**src/logic/bpPkg.sv**
```systemverilog
// sizes, address field positions and enums shared by the branch predictor
package bpPkg;

    localparam int PC_W = 32;

    // direction table is split into banks by PC bits 3:2
    localparam int NUM_BANKS = 4;
    localparam int BANK_SEL_W = 2;
    localparam int BANK_LSB = 2;
    localparam int BANK_ROWS = 64;
    localparam int ROW_W = 6;
    localparam int ROW_LSB = BANK_LSB + BANK_SEL_W;

    // direct-mapped target buffer, index from bits 6:2, tag from 31:7
    localparam int BTB_ENTRIES = 32;
    localparam int BTB_IDX_W = 5;
    localparam int BTB_IDX_LSB = 2;
    localparam int BTB_TAG_W = 25;
    localparam int BTB_TAG_LSB = BTB_IDX_LSB + BTB_IDX_W;

    // return address stack
    localparam int RAS_DEPTH = 16;
    localparam int RAS_PTR_W = 4;

    // delay slot puts the sequential successor at PC+8
    localparam logic [PC_W-1:0] FALL_THROUGH = 32'd8;

    typedef enum logic [1:0] {
        KIND_NONE = 2'b00,  // not a predicted branch, or JALR
        KIND_RET  = 2'b01,
        KIND_JUMP = 2'b10,  // direct branch or jump
        KIND_CALL = 2'b11
    } brKind_e;

    typedef enum logic [1:0] {
        CTR_SNT = 2'b00,
        CTR_WNT = 2'b01,
        CTR_WT  = 2'b10,
        CTR_ST  = 2'b11
    } ctrState_e;

endpackage
```
**src/logic/branchPredictUnit.sv**
```systemverilog
// branch prediction unit top level
// router, banked direction counters, target buffer and selector
`timescale 1ns/1ns

module branchPredictUnit (
    input  logic                   clk,
    input  logic                   resetn,
    input  logic [bpPkg::PC_W-1:0] fetchPc,
    input  logic                   exValid,
    input  logic [bpPkg::PC_W-1:0] exPc,
    input  bpPkg::brKind_e         exKind,
    input  logic                   exTaken,
    input  logic [bpPkg::PC_W-1:0] exTarget,
    output logic                   predictTaken,
    output logic [bpPkg::PC_W-1:0] predictedPc
);

    logic [bpPkg::BANK_SEL_W-1:0] fetchBank;
    logic [bpPkg::ROW_W-1:0]      bankRow;
    logic [bpPkg::NUM_BANKS-1:0]  bankWe;
    logic [bpPkg::ROW_W-1:0]      updRow;
    logic                         updTaken;
    logic [bpPkg::NUM_BANKS-1:0]  bankDir;
    logic                         btbHit;
    bpPkg::brKind_e               btbKind;
    logic [bpPkg::PC_W-1:0]       btbTarget;
    logic [bpPkg::PC_W-1:0]       rasTop;

    bankRouter router (
        .fetchPc(fetchPc), .exValid(exValid), .exPc(exPc), .exKind(exKind),
        .exTaken(exTaken), .fetchBank(fetchBank), .bankRow(bankRow),
        .bankWe(bankWe), .updRow(updRow), .updTaken(updTaken)
    );

    // every bank sees the fetch row, only one gets the update
    for (genvar i = 0; i < bpPkg::NUM_BANKS; i++) begin : genBank
        counterBank bank (
            .clk(clk), .resetn(resetn), .bankRow(bankRow), .we(bankWe[i]),
            .updRow(updRow), .updTaken(updTaken), .dir(bankDir[i])
        );
    end

    targetBuffer btb (
        .clk(clk), .resetn(resetn), .fetchPc(fetchPc), .exValid(exValid),
        .exPc(exPc), .exKind(exKind), .exTaken(exTaken), .exTarget(exTarget),
        .btbHit(btbHit), .btbKind(btbKind), .btbTarget(btbTarget), .rasTop(rasTop)
    );

    predictionSelect select (
        .fetchPc(fetchPc), .fetchBank(fetchBank), .bankDir(bankDir),
        .btbHit(btbHit), .btbKind(btbKind), .btbTarget(btbTarget), .rasTop(rasTop),
        .predictTaken(predictTaken), .predictedPc(predictedPc)
    );

endmodule

```
**src/logic/predictionSelect.sv**
```systemverilog
// picks the fetch bank direction and forms the next fetch address
// from the target buffer hit, the branch kind and the return stack
`timescale 1ns/1ns

module predictionSelect (
    input  logic [bpPkg::PC_W-1:0]       fetchPc,
    input  logic [bpPkg::BANK_SEL_W-1:0] fetchBank,
    input  logic [bpPkg::NUM_BANKS-1:0]  bankDir,
    input  logic                         btbHit,
    input  bpPkg::brKind_e               btbKind,
    input  logic [bpPkg::PC_W-1:0]       btbTarget,
    input  logic [bpPkg::PC_W-1:0]       rasTop,
    output logic                         predictTaken,
    output logic [bpPkg::PC_W-1:0]       predictedPc
);

    logic                   fetchDir;
    logic [bpPkg::PC_W-1:0] fallThroughPc;

    assign fetchDir      = bankDir[fetchBank];
    assign fallThroughPc = fetchPc + bpPkg::FALL_THROUGH;

    always_comb begin
        predictTaken = 1'b0;
        predictedPc  = fallThroughPc;
        if (btbHit) begin
            case (btbKind)
                bpPkg::KIND_RET: begin
                    predictTaken = 1'b1;
                    predictedPc  = rasTop;
                end
                bpPkg::KIND_CALL: begin
                    predictTaken = 1'b1;
                    predictedPc  = btbTarget;
                end
                // jumps follow their direction counter
                bpPkg::KIND_JUMP: begin
                    if (fetchDir) begin
                        predictTaken = 1'b1;
                        predictedPc  = btbTarget;
                    end
                end
                default: begin
                    predictTaken = 1'b0;
                end
            endcase
        end
    end

endmodule

```
**src/logic/targetBuffer.sv**
```systemverilog
// direct-mapped branch target buffer with tag compare
// wrapping return address stack fed by resolved calls and returns
`timescale 1ns/1ns

module targetBuffer (
    input  logic                    clk,
    input  logic                    resetn,
    input  logic [bpPkg::PC_W-1:0]  fetchPc,
    input  logic                    exValid,
    input  logic [bpPkg::PC_W-1:0]  exPc,
    input  bpPkg::brKind_e          exKind,
    input  logic                    exTaken,
    input  logic [bpPkg::PC_W-1:0]  exTarget,
    output logic                    btbHit,
    output bpPkg::brKind_e          btbKind,
    output logic [bpPkg::PC_W-1:0]  btbTarget,
    output logic [bpPkg::PC_W-1:0]  rasTop
);

    logic [bpPkg::BTB_ENTRIES-1:0] validBuf;
    logic [bpPkg::BTB_TAG_W-1:0]   tagBuf    [bpPkg::BTB_ENTRIES];
    logic [bpPkg::PC_W-1:0]        targetBuf [bpPkg::BTB_ENTRIES];
    bpPkg::brKind_e                kindBuf   [bpPkg::BTB_ENTRIES];

    logic [bpPkg::PC_W-1:0]      ras [bpPkg::RAS_DEPTH];
    logic [bpPkg::RAS_PTR_W-1:0] rasPtr;
    logic [bpPkg::RAS_PTR_W-1:0] rasTopPtr;

    logic [bpPkg::BTB_IDX_W-1:0] fetchIdx;
    logic [bpPkg::BTB_TAG_W-1:0] fetchTag;
    logic [bpPkg::BTB_IDX_W-1:0] exIdx;
    logic [bpPkg::BTB_TAG_W-1:0] exTag;

    logic btbWe;
    logic rasPush;
    logic rasPop;

    assign fetchIdx = fetchPc[bpPkg::BTB_IDX_LSB +: bpPkg::BTB_IDX_W];
    assign fetchTag = fetchPc[bpPkg::BTB_TAG_LSB +: bpPkg::BTB_TAG_W];
    assign exIdx    = exPc[bpPkg::BTB_IDX_LSB +: bpPkg::BTB_IDX_W];
    assign exTag    = exPc[bpPkg::BTB_TAG_LSB +: bpPkg::BTB_TAG_W];

    // lookup, combinational from the fetch PC
    assign btbHit    = validBuf[fetchIdx] && (tagBuf[fetchIdx] == fetchTag);
    assign btbKind   = kindBuf[fetchIdx];
    assign btbTarget = targetBuf[fetchIdx];

    // top of stack sits just below the pointer
    assign rasTopPtr = rasPtr - bpPkg::RAS_PTR_W'(1);
    assign rasTop    = ras[rasTopPtr];

    // taken control transfers of a known kind allocate an entry
    assign btbWe   = exValid && exTaken && (exKind != bpPkg::KIND_NONE);
    assign rasPush = btbWe && (exKind == bpPkg::KIND_CALL);
    assign rasPop  = btbWe && (exKind == bpPkg::KIND_RET);

    always_ff @(posedge clk) begin
        if (!resetn) begin
            validBuf <= '0;
        end else if (btbWe) begin
            validBuf[exIdx] <= 1'b1;
        end
    end

    always_ff @(posedge clk) begin
        if (btbWe) begin
            tagBuf[exIdx]    <= exTag;
            targetBuf[exIdx] <= exTarget;
            kindBuf[exIdx]   <= exKind;
        end
    end

    // entries and pointer clear on reset
    // a push on a full stack overwrites the oldest entry
    always_ff @(posedge clk) begin
        if (!resetn) begin
            rasPtr <= '0;
            for (int i = 0; i < bpPkg::RAS_DEPTH; i++) begin
                ras[i] <= '0;
            end
        end else if (rasPush) begin
            ras[rasPtr] <= exPc + bpPkg::FALL_THROUGH;
            rasPtr      <= rasPtr + bpPkg::RAS_PTR_W'(1);
        end else if (rasPop) begin
            rasPtr <= rasTopPtr;
        end
    end

    // stack pointer comes out of reset empty
    assert property (@(posedge clk) !resetn |=> (rasPtr == '0))
        else $error("targetBuffer: stack pointer %0d after reset", rasPtr);

endmodule

```
**src/logic/counterBank.sv**
```systemverilog
// one bank of two-bit saturating direction counters
// fetch read port and execute update port
`timescale 1ns/1ns

module counterBank (
    input  logic                    clk,
    input  logic                    resetn,
    input  logic [bpPkg::ROW_W-1:0] bankRow,
    input  logic                    we,
    input  logic [bpPkg::ROW_W-1:0] updRow,
    input  logic                    updTaken,
    output logic                    dir
);

    bpPkg::ctrState_e [bpPkg::BANK_ROWS-1:0] ctr;
    bpPkg::ctrState_e                        ctrNext;

    // one saturating step toward the resolved direction
    always_comb begin
        case (ctr[updRow])
            bpPkg::CTR_SNT: ctrNext = updTaken ? bpPkg::CTR_WNT : bpPkg::CTR_SNT;
            bpPkg::CTR_WNT: ctrNext = updTaken ? bpPkg::CTR_WT : bpPkg::CTR_SNT;
            bpPkg::CTR_WT:  ctrNext = updTaken ? bpPkg::CTR_ST : bpPkg::CTR_WNT;
            default:        ctrNext = updTaken ? bpPkg::CTR_ST : bpPkg::CTR_WT;
        endcase
    end

    always_ff @(posedge clk) begin
        if (!resetn) begin
            for (int i = 0; i < bpPkg::BANK_ROWS; i++) begin
                ctr[i] <= bpPkg::CTR_SNT;
            end
        end else if (we) begin
            ctr[updRow] <= ctrNext;
        end
    end

    // MSB of the counter is the predicted direction
    // same-cycle update is not bypassed, fetch sees the old state
    assign dir = ctr[bankRow][1];

    // no counter in this bank moves unless the bank is written
    assert property (@(posedge clk) disable iff (!resetn) !we |=> $stable(ctr))
        else $error("counterBank: counter changed without a write enable");

endmodule

```
**src/logic/bankRouter.sv**
```systemverilog
// bank select and row decode for the fetch and execute PCs
// steers a direction update to a single counter bank
`timescale 1ns/1ns

module bankRouter (
    input  logic [bpPkg::PC_W-1:0]       fetchPc,
    input  logic                         exValid,
    input  logic [bpPkg::PC_W-1:0]       exPc,
    input  bpPkg::brKind_e               exKind,
    input  logic                         exTaken,
    output logic [bpPkg::BANK_SEL_W-1:0] fetchBank,
    output logic [bpPkg::ROW_W-1:0]      bankRow,
    output logic [bpPkg::NUM_BANKS-1:0]  bankWe,
    output logic [bpPkg::ROW_W-1:0]      updRow,
    output logic                         updTaken
);

    logic [bpPkg::BANK_SEL_W-1:0] exBank;
    logic                         trainDir;

    assign fetchBank = fetchPc[bpPkg::BANK_LSB +: bpPkg::BANK_SEL_W];
    assign bankRow   = fetchPc[bpPkg::ROW_LSB +: bpPkg::ROW_W];
    assign exBank    = exPc[bpPkg::BANK_LSB +: bpPkg::BANK_SEL_W];
    assign updRow    = exPc[bpPkg::ROW_LSB +: bpPkg::ROW_W];
    assign updTaken  = exTaken;

    // only resolved direct jumps train the direction counters
    assign trainDir = exValid && (exKind == bpPkg::KIND_JUMP);

    always_comb begin
        for (int i = 0; i < bpPkg::NUM_BANKS; i++) begin
            bankWe[i] = trainDir && (exBank == i[bpPkg::BANK_SEL_W-1:0]);
        end
    end

    // at most one bank may be written per update
    always_comb begin
        assert ($onehot0(bankWe))
            else $error("bankRouter: more than one bank write enable 0x%h", bankWe);
    end

endmodule

```
**config.mk**
```make
export PLATFORM = sky130hd
export DESIGN_NAME = branchPredictUnit
export DESIGN_NICKNAME = d
export VERILOG_FILES = /design/src/logic/bpPkg.sv /design/src/logic/branchPredictUnit.sv /design/src/logic/predictionSelect.sv /design/src/logic/targetBuffer.sv /design/src/logic/counterBank.sv /design/src/logic/bankRouter.sv
export SDC_FILE = /design/constraint.sdc
export NUM_CORES = 2
export LEC_CHECK = 0
export CAP_MARGIN = 20
export CORE_UTILIZATION = 25
export DETAILED_ROUTE_END_ITERATION = 8
export DONT_BUFFER_PORTS = 1
export GPL_ROUTABILITY_DRIVEN = 0
export GPL_TIMING_DRIVEN = 0
export PLACE_DENSITY = 0.49
export SLEW_MARGIN = 10
export SYNTH_ARGS = -nofsm -noshare
export SYNTH_HDL_FRONTEND = slang
export SYNTH_SLANG_ARGS = --single-unit
```
**constraint.sdc**
```tcl
create_clock -name clk -period 5.81 [get_ports clk]
set_input_delay 0.2905 -clock clk [delete_from_list [all_inputs] [get_ports clk]]
set_output_delay 0.2905 -clock clk [all_outputs]
set_load 0.01 [all_outputs]
```
# After elaboration in Yosys (flattened, before gate mapping)
# Memory sizes are Yosys's and may differ from the RTL's.
# Index checks and enable logic that the tools add are counted.
[totals] regBits=548 ramBits=2400 input_bits=102 output_inout_bits=33 elab_cells=366 n_memories=4
[mem_list] memory="btb.targetBuf" words=32 width=32 rd=1 rd_clocked_by_memory_dff=0 write_ports=1 line="targetBuffer.sv:22" rtl="logic [bpPkg::PC_W-1:0] targetBuf [bpPkg::BTB_ENTRIES];"
[mem_list] memory="btb.tagBuf" words=32 width=25 rd=1 rd_clocked_by_memory_dff=0 write_ports=1 line="targetBuffer.sv:21" rtl="logic [bpPkg::BTB_TAG_W-1:0] tagBuf [bpPkg::BTB_ENTRIES];"
[mem_list] memory="btb.ras" words=16 width=32 rd=1 rd_clocked_by_memory_dff=0 write_ports=16 line="targetBuffer.sv:25" rtl="logic [bpPkg::PC_W-1:0] ras [bpPkg::RAS_DEPTH];"
[mem_list] memory="btb.kindBuf" words=32 width=2 rd=1 rd_clocked_by_memory_dff=0 write_ports=1 line="targetBuffer.sv:23" rtl="bpPkg::brKind_e kindBuf [bpPkg::BTB_ENTRIES];"
[op_classes] n_addsub=4 order_cmp=7 n_eq_ne=18 muxes=53 bitwise_logic=1 n_reduce_logical=21
[ops] operator="128-bit bitwise mux" n=4
[ops] operator="2-bit binary-select mux with 6-bit select" n=8
[ops] operator="32-bit two-way mux" n=3
[ops] operator="32-bit one-hot mux with 3 select lines" n=1
[ops] operator="32-bit by 4-bit adder with 32-bit output (second input constant)" n=2
[ops] operator="32-bit OR" n=1
[ops] operator="32-bit OR reduction" n=1
[ops] operator="25-bit == test" n=1
[ops] operator="2-bit one-hot mux with 3 select lines" n=4
[ops] operator="2-bit two-way mux" n=11
[ops] operator="2-bit == test (second input constant)" n=10
[ops] operator="2-bit by 1-bit == test with 1-bit output (second input constant)" n=7
[ops] operator="6-bit by 7-bit less-than comparator with 1-bit output (second input constant)" n=2
[ops] operator="1-bit two-way mux" n=14
[ops] operator="2-bit demux with 6-bit select" n=1
[ops] operator="1-bit logical AND" n=12
[ops] operator="5-bit by 6-bit less-than comparator with 1-bit output (second input constant)" n=2
[ops] operator="4-bit two-way mux" n=3
[ops] operator="2-bit logical NOT" n=5
[ops] operator="6-bit by 1-bit greater-or-equal comparator with 1-bit output (second input constant)" n=1
[ops] operator="1-bit binary-select mux with 5-bit select" n=1
[ops] operator="1-bit demux with 5-bit select" n=1
[ops] operator="5-bit by 1-bit greater-or-equal comparator with 1-bit output (second input constant)" n=1
[ops] operator="4-bit by 1-bit adder with 4-bit output (second input constant)" n=1
[ops] operator="other kinds (6)" n=7

# Longest topological paths before layout
[logic_depth] depth_word=8 ltp_mapped=18 ltp_nobuf=10

# Modules after synthesis
# A second synthesis with hierarchy kept.
[unflattened] hier_cells=7843 hier_area_um2=123410.9
[modules_own_cells] mod="targetBuffer" instances=1 cells_each=4608 area_per_inst_um2=95773.1 seq_area_each_um2=72789.8
[modules_own_cells] mod="counterBank (genBank[1].bank ...)" instances=3 cells_each=751 area_per_inst_um2=6482.5 seq_area_each_um2=2562.5
[modules_own_cells] mod="counterBank (genBank[0].bank)" instances=1 cells_each=738 area_per_inst_um2=6393.6 seq_area_each_um2=2562.5
[modules_own_cells] mod="predictionSelect" instances=1 cells_each=222 area_per_inst_um2=1636.6 seq_area_each_um2=0.0
[modules_own_cells] mod="bankRouter" instances=1 cells_each=22 area_per_inst_um2=160.2 seq_area_each_um2=0.0

# Worst setup path after synthesis
# OpenSTA, ideal clock, no wires.
[synth_timing] kind="input to register" from="input exPc[5] in the netlist's numbering" to="memory btb.kindBuf[10][0] in the netlist's numbering (enable)" setup_time_ns=0.478 t_arrival_ns=4.131 required_ns=5.332 slack_ns=1.201 path_stages=6 path_buffers=4 path_cell_list="buf_2 -> buf_1 -> clkbuf_1 -> buf_1 -> nand2_1 -> nor2_1"
[synth_lines] element="from (decl)" line="branchPredictUnit.sv:10" rtl="input logic [bpPkg::PC_W-1:0] exPc,"
[synth_lines] element="to (decl)" line="targetBuffer.sv:23"
# No word-level cell before the write port.

# Worst setup path in the final report
[layout_timing] from="input fetchPc[7] in the netlist's numbering" to="output predictedPc[20] in the netlist's numbering"
[layout_via] elab_chain_len=7 word_cells_on_any_way=16 cone_classes="add/sub: 1; eq/ne: 1; mux: 13; reduce/logical: 1"
[layout_lines] element="from (decl)" line="branchPredictUnit.sv:8" rtl="input logic [bpPkg::PC_W-1:0] fetchPc,"
[layout_lines] element="2-bit binary-select mux with 6-bit select" line="counterBank.sv:40" rtl="assign dir = ctr[bankRow][1];"
[layout_lines] element="2-bit two-way mux (implied by the code)" line="counterBank.sv:40"
[layout_lines] element="1-bit binary-select mux with 2-bit select" line="predictionSelect.sv:20" rtl="assign fetchDir = bankDir[fetchBank];"
[layout_lines] element="1-bit two-way mux (implied by the code)" line="predictionSelect.sv:20"
[layout_lines] element="32-bit two-way mux" line="predictionSelect.sv:38" rtl="if (fetchDir) begin"
[layout_lines] element="32-bit one-hot mux with 3 select lines" line="predictionSelect.sv:27" rtl="case (btbKind)"
[layout_lines] element="32-bit two-way mux *" line="predictionSelect.sv:26" rtl="if (btbHit) begin"
[layout_lines] element="to (decl)" line="branchPredictUnit.sv:15" rtl="output logic [bpPkg::PC_W-1:0] predictedPc"
# Mark *: on every way between the ends. The rest lies on a longest branch, timed or not. The select of a mux whose other input is x is not followed.

==> qor.txt <==
Mux cell area share after synthesis - 14.8%
CP Launch Point - fetchPc[7]
Sink Count - 2948
Simple-gate share of the synthesized area - 7.79%
Cell chosen for the clock root - clkbuf_16
Max Cap Viol - 0
Mapped cell area - 123000 µm²
CTS Buf Count - 307
Largest cells by area after synthesis - edfxtp_1, mux4_2, dfxtp_1
CP endpoint - predictedPc[20]
Syn nets - 8295
Initial core utilization - 25.1%
Synth Warn # - 0
Clock Path Buffers - 4
Min Tclk post-route - 6.14 ns
Net switching power figure - 11.1 mW
Synth cell types - 75
Fin crit share - 106%
Final Hold Viols - 0
Final net count - 8928
Worst setup EP type - output pin
GRT Overall Usage - 18.8%
Mapped Cells - 8186
WL final - 483000 µm
Post-synth top area cell - edfxtp_1
First-pass GRT wire length - 652000 µm
Via density per instance - 5.24
Detail Placement HPWL - 336000 µm
Fmax - 163 MHz
Syn Area/Cell - 15.0 µm²
Fill cells - 48534
R2R depth - 11
Placed cell area - 135000 µm²
Pre-CTS setup slack - -1.87 ns
Overall die width - 703 µm
Max VDD drop - 0.224 mV
Setup Skew - 0.0467 ns
Most numerous cell in the Yosys netlist - edfxtp_1
Fin area - 148000 µm²
Reg2Reg Setup Slack - 1.62 ns
Number of global-route vias before repair - 78931
Worst Tran Pin Value - 1.38 ns
I/O Buffers - 0
Max FO, Critical Path - 10
Clock latency at the later pin of the worst-skew pair - 0.97 ns
Largest net degree at the start of global routing - 37
Clk pin slew, worst setup/hold paths - 0.06 ns
Max-slew violation count - 0
Sequential share of the synthesized area - 67.5%
Final worst slack - -0.334 ns
Via Count - 81785
Synth Register Bits - 2948
Synth async-reset ratio - 0%
Detailed Route Iter0 Violations - 11158
Failing checks - DRC, setup timing
Flop pwr share - 49.6%
Ports - 135
Power share of the clock group - 42.7%
Initial antenna violation count - 68
EDFF count, synth - 2400
Setup crit start kind - input pin
Pwr/cell area - 315 nW/µm²
Worst reg2reg endpoint - genBank[3].bank.ctr[69]$_SDFFE_PN0P_
Layout cells sized above 1 - 19.1%
CTS tree - done
Switching fraction of total power - 24.0%
Die Ht - 703 µm
Hold crit path type - in2reg
Layout area overhead - 19.9%
CP Class - in2out
Post-DRT Antenna Nets - 0
Synth Area in XOR/XNOR - 0.548%
Setup TNS - -6.77 ns
DRC Markers - 2
H-tree depth reported by CTS - 5
Post-DR wirelength/cell - 30.9 µm
Final setup vio count - 88
Max_slew headroom - 8.29%
Adder-cell share of the synthesized area - 0.128%
Static Leak - 46.3 nW
Internal power - 35.3 mW
Most common flop cell mapped by yosys - edfxtp_1
Rows - 257
First-pass detailed-route iteration total - 9
Share of the synthesized area in the top cell type - 58.6%
RSZ-0062 raised after global routing - yes
Core box area - 490000 µm²
Critical Path AT - 5.85 ns
Crit path required time - 5.52 ns
Worst r2r src - genBank[3].bank.ctr[101]$_SDFFE_PN0P_
Post-synthesis compound-gate area fraction - 6.94%
Synth cell count leaders - edfxtp_1, nor2_1, mux4_2
Die footprint - 495000 µm²
Largest family of logic cells by synthesized area - multiplexers
Comb pwr share - 7.7%
Final Util - 30.1%
Status - complete, but fails checks
Overflow after GRT - 0
-- layout make-up --
cell class	count	area, µm²	share of cell area [%]
Multi-Input combinational cell	4602	37900	25.7
Timing Repair Buffer	324	5390	3.65
Sequential cell	2948	83000	56.3
Antenna cell	65	163	0.110
Clock inverter	157	1570	1.06
Buffer	607	2920	1.98
Inverter	29	109	0.0738
Tap cell	6475	8100	5.49
Clock buffer	399	8310	5.64
-- worst min-delay path by stage --
stage	from	to	slack, ns	cells past startpoint
finish	exPc[24]	btb.ras[11][27]$_SDFFCE_PN0P_	0.06	4
floorplan	exKind[0]	btb.kindBuf[0][0]$_DFFE_PP_	0.39	0
global route	exPc[24]	btb.ras[11][27]$_SDFFCE_PN0P_	0.07	4
global placement	exTarget[21]	btb.targetBuf[0][21]$_DFFE_PP_	0.39	0
detailed placement	exTarget[20]	btb.targetBuf[5][20]$_DFFE_PP_	0.39	0
CTS	exPc[11]	btb.ras[15][25]$_SDFFCE_PN0P_	0.004	5
-- layer usage --
metal / wire length, µm / global-route usage [%]
met4: 26100 / 9.05
met2: 220000 / 29.7
met5: 272 / 0.223
met3: 48100 / 4.80
met1: 188000 / 24.1
-- worst max-delay path, cell delays in order --
cell and delay (ns):
clkbuf_1 0.80, nor2_1 0.52, buf_6 0.29, a22o_1 0.23, a211oi_2 0.40, a211oi_1 0.27
or4_1 0.75, a311oi_4 0.67, and2_1 0.33, nor4_4 0.07, buf_4 0.18, buf_4 0.14
clkbuf_2 0.31, o21ai_2 0.55
-- layout by cell type, fill, tap and decap left out, types with 65 or more instances in the layout --
| cell type | Yosys | routed |
|---|---|---|
| a21boi_0 | 194 | 194 |
| a21oi_1 | 180 | 180 |
| a22oi_1 | 257 | 257 |
| buf_1 | 94 | 67 |
| buf_12 | 5 | 154 |
| buf_2 | 100 | 100 |
| clkbuf_1 | 364 | 379 |
| clkbuf_16 | 0 | 312 |
| dfxtp_1 | 548 | 548 |
| diode_2 | 0 | 65 |
| dlygate4sd3_1 | 0 | 68 |
| edfxtp_1 | 2400 | 2400 |
| mux2i_1 | 378 | 360 |
| mux4_2 | 609 | 609 |
| nand2_1 | 457 | 439 |
| nand3_1 | 84 | 84 |
| nor2_1 | 1037 | 1005 |
| nor3_1 | 204 | 203 |
| nor3b_1 | 199 | 198 |
| o21ai_0 | 400 | 380 |
-- sequential cells by signal, summed over array words and instances (netlist names) --
signal / flops
btb.targetBuf: 1024
btb.tagBuf: 800
btb.ras: 512
genBank.bank.ctr: 512
btb.kindBuf: 64
btb.validBuf: 32
btb.rasPtr: 4
-- per-stage QoR --
step	total power, mW	cells	hold slack [ns]
after floorplan	25.2	8186	0.389
after global placement	26.5	14661	0.391
after detailed placement	26.6	14862	0.390
after CTS	46.6	15516	0.00426
after global routing	47.5	15586	0.0681
final	46.5	15606	0.0626
-- power by group through the flow --
stage / Clock [mW] / Combinational (mW) / Sequential (mW)
6_report: 19.9 / 3.57 / 23.0
5_1_grt: 20.8 / 3.66 / 23.1
4_1_cts: 20.1 / 3.47 / 23.1
3_5_place_dp: 0 / 3.11 / 23.5
3_3_place_gp: 0 / 2.98 / 23.5
2_1_floorplan: 0 / 1.66 / 23.5
-- logic make-up (layout without fill, tap and decap cells) --
kind of cell | count (synthesis) | in the layout
adders and majority gates | 14 | 14
buffers and inverters | 636 | 1516
AOI/OAI and AO/OA | 1326 | 1326
xor gates and xnor gates | 77 | 77
other | 0 | 65
muxes | 1050 | 1050
DFF | 2948 | 2948
and+or+nand+nor | 2135 | 2135
-- repair_timing --
| action | 4_1_cts | 5_1_grt |
|---|---|---|
| pin swaps | 2 | 0 |
| hold buffers | 93 | 0 |
| endpoints found under the hold margin | 2064 | 0 |
| setup buffers | 5 | 0 |
| resized for setup | 167 | 30 |
| setup endpoints to repair | 33 | 32 |
(Power assumes the default switching activity.)
